==> src/hdl/isa_pkg.sv <==
`default_nettype none

package isa_pkg;

    typedef logic [31:0] instr_t;
    typedef logic [5:0]  opcode_t;
    typedef logic [5:0]  funct_t;
    typedef logic [4:0]  reg_t;
    typedef logic [25:0] jindex_t;             // J-type word index

    // Major opcodes
    localparam opcode_t OP_SPECIAL = 6'h00;
    localparam opcode_t OP_J       = 6'h02;
    localparam opcode_t OP_JAL     = 6'h03;

    // SPECIAL funct codes
    localparam funct_t FN_JR   = 6'h08;
    localparam funct_t FN_JALR = 6'h09;

    localparam reg_t REG_RA = 5'd31;           // Link register

    // Field positions in the instruction word
    localparam int OPCODE_LSB = 26;
    localparam int RS_LSB     = 21;
    localparam int RD_LSB     = 11;
    localparam int FUNCT_LSB  = 0;

endpackage

`default_nettype wire

==> src/hdl/bpu_pkg.sv <==
`default_nettype none

package bpu_pkg;

    typedef logic [31:0] addr_t;

    localparam int RAS_DEPTH = 16;             // Default stack depth
    localparam int OVF_BITS  = 16;             // Overflow counter width

    typedef logic [OVF_BITS-1:0] ovf_cnt_t;

    // Sequential increments of the fetch PC
    localparam addr_t PC_STEP = 32'd4;
    localparam addr_t PC_LINK = 32'd8;         // Skip the delay slot

    // Classification from predecode to the next-PC select
    typedef enum logic [1:0] {
        KIND_OTHER = 2'd0,
        KIND_CALL  = 2'd1,
        KIND_RET   = 2'd2,
        KIND_JUMP  = 2'd3
    } br_kind_t;

endpackage

`default_nettype wire

==> src/hdl/ras_ram.sv <==
`timescale 1ns/10ps
`default_nettype none

module ras_ram #(
    parameter int ADDR_BITS = 4
) (
    input  wire logic                  clk,
    input  wire logic                  we,
    input  wire logic [ADDR_BITS-1:0]  addr,
    input  wire bpu_pkg::addr_t        wdata,
    output bpu_pkg::addr_t             rdata
);

    localparam int WORDS = 2 ** ADDR_BITS;

    bpu_pkg::addr_t mem [WORDS];

    always_ff @(posedge clk) begin
        if (we) begin
            mem[addr] <= wdata;
        end
    end

    // Zero read latency
    assign rdata = mem[addr];

endmodule

`default_nettype wire

==> src/hdl/ras.sv <==
`timescale 1ns/10ps
`default_nettype none

module ras #(
    parameter int DEPTH = bpu_pkg::RAS_DEPTH
) (
    input  wire logic           clk,
    input  wire logic           resetn,
    input  wire logic           push,
    input  wire logic           pop,
    input  wire bpu_pkg::addr_t ret_pc_push,
    output bpu_pkg::addr_t      ret_pc_pop,
    output logic                fail,
    output logic                underrun,
    output logic                saturated
);

    localparam int ADDR_BITS = (DEPTH > 1) ? $clog2(DEPTH) : 1;

    typedef logic [ADDR_BITS-1:0] ptr_t;

    localparam ptr_t TOP_MAX = ptr_t'(DEPTH - 1);

    // top stays 0 for both one entry and no entry, empty tells them apart
    ptr_t top, top_nxt, ram_addr;
    logic empty, empty_nxt;
    logic overflow, overflow_nxt;
    logic underrun_nxt, saturated_nxt;
    bpu_pkg::ovf_cnt_t ovf_cnt, ovf_cnt_nxt;
    logic full;
    logic cnt_zero;
    logic cnt_max;
    logic ram_we;

    assign full     = (top == TOP_MAX);
    assign cnt_zero = (ovf_cnt == '0);
    assign cnt_max  = &ovf_cnt;
    assign fail     = empty | overflow;

    always_comb begin
        empty_nxt = empty;
        if (push) begin
            empty_nxt = 1'b0;
        end else if (pop && top == '0) begin
            empty_nxt = 1'b1;
        end
    end

    always_ff @(posedge clk) begin
        if (!resetn) begin
            empty <= 1'b1;
        end else begin
            empty <= empty_nxt;
        end
    end

    always_comb begin
        top_nxt = top;
        if (push && !full && !empty) begin
            top_nxt = top + ptr_t'(1);
        end else if (pop && top != '0 && !overflow) begin
            top_nxt = top - ptr_t'(1);
        end
    end

    always_ff @(posedge clk) begin
        if (!resetn) begin
            top <= '0;
        end else begin
            top <= top_nxt;
        end
    end

    // Clears one edge after the counter has drained
    always_comb begin
        overflow_nxt = overflow;
        if (push && full) begin
            overflow_nxt = 1'b1;
        end else if (cnt_zero) begin
            overflow_nxt = 1'b0;
        end
    end

    always_ff @(posedge clk) begin
        if (!resetn) begin
            overflow <= 1'b0;
        end else begin
            overflow <= overflow_nxt;
        end
    end

    always_comb begin
        ovf_cnt_nxt = ovf_cnt;
        if (push && full) begin
            if (!cnt_max) begin
                ovf_cnt_nxt = ovf_cnt + bpu_pkg::ovf_cnt_t'(1);  // Holds at max
            end
        end else if (pop && !cnt_zero) begin
            ovf_cnt_nxt = ovf_cnt - bpu_pkg::ovf_cnt_t'(1);
        end
    end

    always_ff @(posedge clk) begin
        if (!resetn) begin
            ovf_cnt <= '0;
        end else begin
            ovf_cnt <= ovf_cnt_nxt;
        end
    end

    assign underrun_nxt  = underrun | (pop & empty);
    assign saturated_nxt = saturated | (push & full & cnt_max);

    always_ff @(posedge clk) begin
        if (!resetn) begin
            underrun  <= 1'b0;
            saturated <= 1'b0;
        end else begin
            underrun  <= underrun_nxt;
            saturated <= saturated_nxt;
        end
    end

    assign ram_addr = push ? top_nxt : top;
    assign ram_we   = push & ~full;        // Overflowing pushes are dropped

    ras_ram #(
        .ADDR_BITS(ADDR_BITS)
    ) u_ram (
        .clk  (clk),
        .we   (ram_we),
        .addr (ram_addr),
        .wdata(ret_pc_push),
        .rdata(ret_pc_pop)
    );

endmodule

`default_nettype wire

==> src/hdl/branch_predecode.sv <==
`timescale 1ns/10ps
`default_nettype none

module branch_predecode (
    input  wire bpu_pkg::addr_t  pc,
    input  wire isa_pkg::instr_t instr,
    output bpu_pkg::br_kind_t    kind,
    output bpu_pkg::addr_t       target,
    output bpu_pkg::addr_t       link_pc
);

    isa_pkg::opcode_t opcode;
    isa_pkg::funct_t  funct;
    isa_pkg::reg_t    rs;
    isa_pkg::reg_t    rd;
    isa_pkg::jindex_t jindex;
    bpu_pkg::addr_t   pc_plus4;
    bpu_pkg::addr_t   j_target;
    logic             is_special;
    logic             is_jalr;

    assign opcode = instr[isa_pkg::OPCODE_LSB +: 6];
    assign funct  = instr[isa_pkg::FUNCT_LSB +: 6];
    assign rs     = instr[isa_pkg::RS_LSB +: 5];
    assign rd     = instr[isa_pkg::RD_LSB +: 5];
    assign jindex = instr[25:0];

    assign pc_plus4 = pc + bpu_pkg::PC_STEP;
    assign link_pc  = pc + bpu_pkg::PC_LINK;   // Return lands after the delay slot

    // Region of the delay slot, not of the jump itself
    assign j_target = {pc_plus4[31:28], jindex, 2'b00};

    assign is_special = (opcode == isa_pkg::OP_SPECIAL);
    assign is_jalr    = is_special && funct == isa_pkg::FN_JALR && rd == isa_pkg::REG_RA;

    always_comb begin
        kind = bpu_pkg::KIND_OTHER;
        if (opcode == isa_pkg::OP_JAL || is_jalr) begin
            kind = bpu_pkg::KIND_CALL;
        end else if (is_special && funct == isa_pkg::FN_JR && rs == isa_pkg::REG_RA) begin
            kind = bpu_pkg::KIND_RET;
        end else if (opcode == isa_pkg::OP_J) begin
            kind = bpu_pkg::KIND_JUMP;
        end
    end

    // No static target for jalr
    assign target = is_jalr ? link_pc : j_target;

endmodule

`default_nettype wire

==> src/hdl/ret_predictor.sv <==
`timescale 1ns/10ps
`default_nettype none

module ret_predictor (
    input  wire logic            clk,
    input  wire logic            resetn,
    input  wire logic            fetch_valid,
    input  wire bpu_pkg::addr_t  fetch_pc,
    input  wire isa_pkg::instr_t fetch_instr,
    output bpu_pkg::addr_t       pred_pc,
    output logic                 ras_fail,
    output logic                 ras_underrun,
    output logic                 ras_saturated
);

    bpu_pkg::br_kind_t kind;
    bpu_pkg::addr_t    target;
    bpu_pkg::addr_t    link_pc;
    bpu_pkg::addr_t    ras_top_pc;
    logic              push;
    logic              pop;

    branch_predecode u_predecode (
        .pc     (fetch_pc),
        .instr  (fetch_instr),
        .kind   (kind),
        .target (target),
        .link_pc(link_pc)
    );

    assign push = fetch_valid && kind == bpu_pkg::KIND_CALL;
    assign pop  = fetch_valid && kind == bpu_pkg::KIND_RET;

    ras #(
        .DEPTH(bpu_pkg::RAS_DEPTH)
    ) u_ras (
        .clk        (clk),
        .resetn     (resetn),
        .push       (push),
        .pop        (pop),
        .ret_pc_push(link_pc),
        .ret_pc_pop (ras_top_pc),
        .fail       (ras_fail),
        .underrun   (ras_underrun),
        .saturated  (ras_saturated)
    );

    always_comb begin
        unique case (kind)
            bpu_pkg::KIND_RET:   pred_pc = ras_fail ? link_pc : ras_top_pc;  // Fall through
            bpu_pkg::KIND_CALL,
            bpu_pkg::KIND_JUMP:  pred_pc = target;
            default:             pred_pc = fetch_pc + bpu_pkg::PC_STEP;
        endcase
    end

endmodule

`default_nettype wire

==> config.mk <==
export PLATFORM = sky130hd
export DESIGN_NAME = ret_predictor
export DESIGN_NICKNAME = d
export VERILOG_FILES = /design/src/hdl/isa_pkg.sv /design/src/hdl/bpu_pkg.sv /design/src/hdl/ras_ram.sv /design/src/hdl/ras.sv /design/src/hdl/branch_predecode.sv /design/src/hdl/ret_predictor.sv
export SDC_FILE = /design/constraint.sdc
export NUM_CORES = 1
export LEC_CHECK = 0
export BUFFER_PORTS_ARGS = -buffer_cell sky130_fd_sc_hd__buf_4
export CORE_MARGIN = 3
export CORE_UTILIZATION = 47
export CTS_BUF_LIST = sky130_fd_sc_hd__clkbuf_16
export DETAILED_ROUTE_END_ITERATION = 8
export PLACE_DENSITY = 0.63
export SKIP_CTS_REPAIR_TIMING = 1
export SYNTH_ARGS = -nofsm -noshare
export SYNTH_HDL_FRONTEND = slang
export SYNTH_HIERARCHICAL = 1
export SYNTH_SLANG_ARGS = --single-unit
==> constraint.sdc <==
create_clock -name clk -period 8.2 [get_ports clk]
set_clock_uncertainty 0.05 [all_clocks]
set_input_delay 1.64 -clock clk [delete_from_list [all_inputs] [get_ports clk]]
set_output_delay 1.64 -clock clk [all_outputs]
set_load 0.05 [all_outputs]
==> tab_implementation.tex <==
\begin{tabular}{lr}
\hline
Metric & Value \\
\hline
\multicolumn{2}{l}{\textbf{Run status}} \\
Status & finished clean \\
\multicolumn{2}{l}{\textbf{Worst hold path}} \\
Worst hold path type & reg2reg \\
Min-Delay Path Depth & 2 \\
\multicolumn{2}{l}{\textbf{Floorplan}} \\
Number of rows created at floorplan & 81 \\
Horizontal extent of the die & approximately 230 µm \\
Die footprint & 53,470 µm² \\
I/O pin count & around 100 \\
Initial cell density of the core & just under 50\% \\
Core Footprint & a little under 50,000 µm² \\
Floorplan die height & 231.2 µm \\
\multicolumn{2}{l}{\textbf{STA}} \\
Final hold viol count & 0 \\
Count of final max-slew check failures & 0 \\
Transition time at the pin with the least slew margin & 1.226 ns \\
Smallest hold slack & around 0.44 ns \\
Setup violation total in the final timing report & 0 \\
Fmax & between 0.1 and 0.15 GHz \\
Relative slew margins & 17.69\% \\
Total Neg Setup Slack & 0 ns \\
Final worst path period need & 7.896 ns \\
Final setup margin & 0.3040 ns \\
RSZ-0062 raised after global routing & no \\
Portion of the clock cycle consumed by the worst path in the final layout & 96.29\% \\
\multicolumn{2}{l}{\textbf{Synth}} \\
Library cell occupying the most area in the post-synthesis netlist & sky130\_fd\_sc\_hd\_\_edfxtp\_1 \\
Mean instance size in the synthesized netlist & about 17 µm² \\
Register bit total from synthesis & between 500 and 600 \\
Post-synth design cell area & 23,840 µm² \\
Synth top area cells & sky130\_fd\_sc\_hd\_\_edfxtp\_1, sky130\_fd\_sc\_hd\_\_mux4\_2, sky130\_fd\_sc\_hd\_\_a22oi\_1, sky130\_fd\_sc\_hd\_\_dfxtp\_1, sky130\_fd\_sc\_hd\_\_nand2\_1 \\
Cell with the most instances after synthesis & sky130\_fd\_sc\_hd\_\_edfxtp\_1 \\
Sequential share of the synthesized area & 66.50\% \\
Mapped Cells & 1,429 \\
Number of synthesized flops with an enable pin & about 510 \\
Async set-or-reset flop fraction in the synthesized netlist & 0\% \\
Ys flop type & sky130\_fd\_sc\_hd\_\_edfxtp\_1 \\
Share of the synthesized area in the top cell type & 64.48\% \\
Total nets after synthesis & approximately 1,500 \\
Cell variety after synth & 78 \\
Most common library cells after synthesis & sky130\_fd\_sc\_hd\_\_edfxtp\_1, sky130\_fd\_sc\_hd\_\_mux4\_2, sky130\_fd\_sc\_hd\_\_nand2\_1, sky130\_fd\_sc\_hd\_\_a22oi\_1, sky130\_fd\_sc\_hd\_\_clkbuf\_1 \\
Total number of yosys warnings & 6 \\
\multicolumn{2}{l}{\textbf{Cells and area}} \\
Antenna diode count & 0 \\
Post-synthesis to final-layout area growth & 16.22\% \\
Number of cells in the finished layout apart from fillers & around 2,300 \\
Layout cells sized above 1 & $\sim$28\% \\
Total Nets Final & between 1,500 and 2,000 \\
\multicolumn{2}{l}{\textbf{Setup path}} \\
Slowest library cell on the worst path & sky130\_fd\_sc\_hd\_\_or4\_4 \\
Reg2reg path depth & 10 \\
Worst-path maximum fanout & 10 \\
Worst EP arrival & between 6 and 7 ns \\
Data required, critical path & roughly 6.5 ns \\
Stage delay of the slowest cell on the critical path & approximately 0.60 ns \\
CP endpoint kind & primary output \\
Cell-by-cell trace of the critical path & buf\_4, or4\_4, nor2\_4, nand3\_2, o21ai\_4, nand2\_1, nor2\_1, inv\_1, nor3b\_4, o21ai\_0, xnor2\_2, buf\_12, mux4\_2, a22oi\_1, nand2\_1, mux2\_2, nand2\_1, o21ai\_0, mux2\_2, a311o\_2, buf\_4 \\
Cell repeated most along the worst path & sky130\_fd\_sc\_hd\_\_nand2\_1 \\
Critical Setup Path Class & in2out \\
Kind of start point of the critical path & input pin \\
\multicolumn{2}{l}{\textbf{Place}} \\
\# placed instances & roughly 2,200 \\
Worst-case setup slack after placement & around 0.37 ns \\
Post-detailed-placement half-perimeter wirelength & a little under 40,000 µm \\
RD Place Congestion & around 0.81 \\
Port Buffer Count & between 100 and 150 \\
\multicolumn{2}{l}{\textbf{Route}} \\
Antenna-violating nets left & 0 \\
Initial DRC count & between 1,500 and 2,000 \\
Wire length per cell after detailed routing & 27.58 µm \\
Drc violations & 0 \\
Total number of vias & roughly 14,000 \\
DR vias/cell & just over 6 \\
DR pass1 iterations & 5 \\
Final wirelength & between 60,000 and 70,000 µm \\
\multicolumn{2}{l}{\textbf{Global routing}} \\
Initial antenna violation count & 1 \\
Via count of the first global-routing pass & 14,170 \\
Maximum number of pins on one net before global-route repair & just over 50 \\
Wire length of the first global-routing pass & between 90,000 and 100,000 µm \\
Total congestion overflow after global routing & 0 \\
All-Layer GR Usage & approximately a quarter \\
\multicolumn{2}{l}{\textbf{Power and ir drop}} \\
Sum of internal, switching and leakage power & approximately 5700 µW \\
Pleak & approximately 0.0093 µW \\
Cell area power density & 204.9 nW/µm² \\
Worst IR Drop VDD & 0.2121 mV \\
\multicolumn{2}{l}{\textbf{Clock tree}} \\
Clock network latency to the later pin of the worst-skew pair & approximately 0.59 ns \\
Number of sinks driven by the clock tree & 536 \\
Clock tree from TritonCTS & done \\
Clock Tree Root & sky130\_fd\_sc\_hd\_\_clkbuf\_16 \\
Maximum level of the CTS H-tree & 2 \\
Number of buffers inserted during clock tree synthesis & 55 \\
Maximum clock insertion buffer count & 3 \\
Clock slew seen by the registers of the worst setup and hold paths & about 0.06 ns \\
\multicolumn{2}{l}{\textbf{Job}} \\
Max-Cap Viols & 0 \\
\hline
\end{tabular}
[worst max-delay path, delay by kind of cell]
kind | cells | cell delay (ns)
AOI/OAI and AO/OA | 5 | 1.06
buffers and inverters | 4 | 0.61
and+or+nand+nor | 8 | 1.52
muxes | 3 | 1.08
xor gates and xnor gates | 1 | 0.30
[metal layers]
layer | up-vias | share of wire [%] | track usage, %
li1 | 6129 | - | -
met1 | 7465 | 43 | 35.12
met2 | 635 | 47 | 36.65
met3 | 99 | 8.0 | 3.970
met4 | 2 | 2.4 | 6.585
met5 | - | 0.021 | 0
[state kept, by name (all words and copies together) (netlist names)]
signal and count:
u_ras/empty 1, u_ras/overflow 1, u_ras/saturated 1, u_ras/underrun 1, u_ras/u_ram/mem 512, u_ras/top 4, u_ras/ovf_cnt 16
[logic make-up (layout without fill, tap and decap cells)]
kind of cell             Yosys count  count (layout)  synth area share [%]
flip-flops                       536             536                 66.50
AND/OR/NAND/NOR                  319             319                 7.215
AO/OA/AOI/OAI                    207             207                 6.218
multiplexers                     186             186                 14.68
buffers and inverters             98             304                 2.015
XOR/XNOR                          64              64                 2.351
adder cells (fa/ha/maj)           19              19                 1.029
[where the power goes]
part | internal (µW) | leakage, µW | total, µW | switching [µW]
Combinational | 77.8 | 0.00355 | 246 | 169
Sequential | 3000 | 0.00479 | 3000 | 0.424
Clock | 1410 | 0.000915 | 2430 | 1020
[through the flow]
| step | util (%) | instance area (µm²) |
|---|---|---|
| after floorplan | - | 23930 |
| after global placement | 52.37 | 25950 |
| after detailed placement | 52.37 | 25950 |
| after CTS | 55.92 | 27710 |
| after global routing | 55.92 | 27710 |
| final | 55.92 | 27710 |
[area by class of cell]
type,count,area [µm²]
Timing Repair Buffer,182,1466
Clock inverter,43,334.1
Multi-Input combinational cell,795,7717
Clock buffer,57,1426
Tap cell,664,830.8
Inverter,22,82.58
Sequential cell,536,15860
Fill cell,3861,21850
[placed cells by master, fill, tap and decap left out, types with 27 or more instances in the layout]
master / instances
sky130_fd_sc_hd__a22oi_1: 65
sky130_fd_sc_hd__buf_4: 174
sky130_fd_sc_hd__clkbuf_16: 57
sky130_fd_sc_hd__edfxtp_1: 512
sky130_fd_sc_hd__inv_1: 35
sky130_fd_sc_hd__mux2i_1: 34
sky130_fd_sc_hd__mux4_2: 128
sky130_fd_sc_hd__nand2_1: 110
sky130_fd_sc_hd__nand3_1: 38
sky130_fd_sc_hd__nand4_1: 30
sky130_fd_sc_hd__nor2_1: 27
sky130_fd_sc_hd__o21ai_0: 27
sky130_fd_sc_hd__xnor2_1: 34
sky130_fd_sc_hd__xor2_1: 28
[worst paths after layout]
kind	start	endpoint	slack [ns]
worst max-delay path	fetch_instr[31]	pred_pc[26]	0.30
worst min-delay path	u_ras/ovf_cnt[5]$_SDFFE_PN0P_	u_ras/ovf_cnt[5]$_SDFFE_PN0P_	0.44
worst max register to register	u_ras/top[0]$_SDFF_PN0_	u_ras/u_ram/mem[10][20]$_DFFE_PP_	3.82
worst min register to register	u_ras/ovf_cnt[5]$_SDFFE_PN0P_	u_ras/ovf_cnt[5]$_SDFFE_PN0P_	0.44
(Power assumes the default switching activity.)
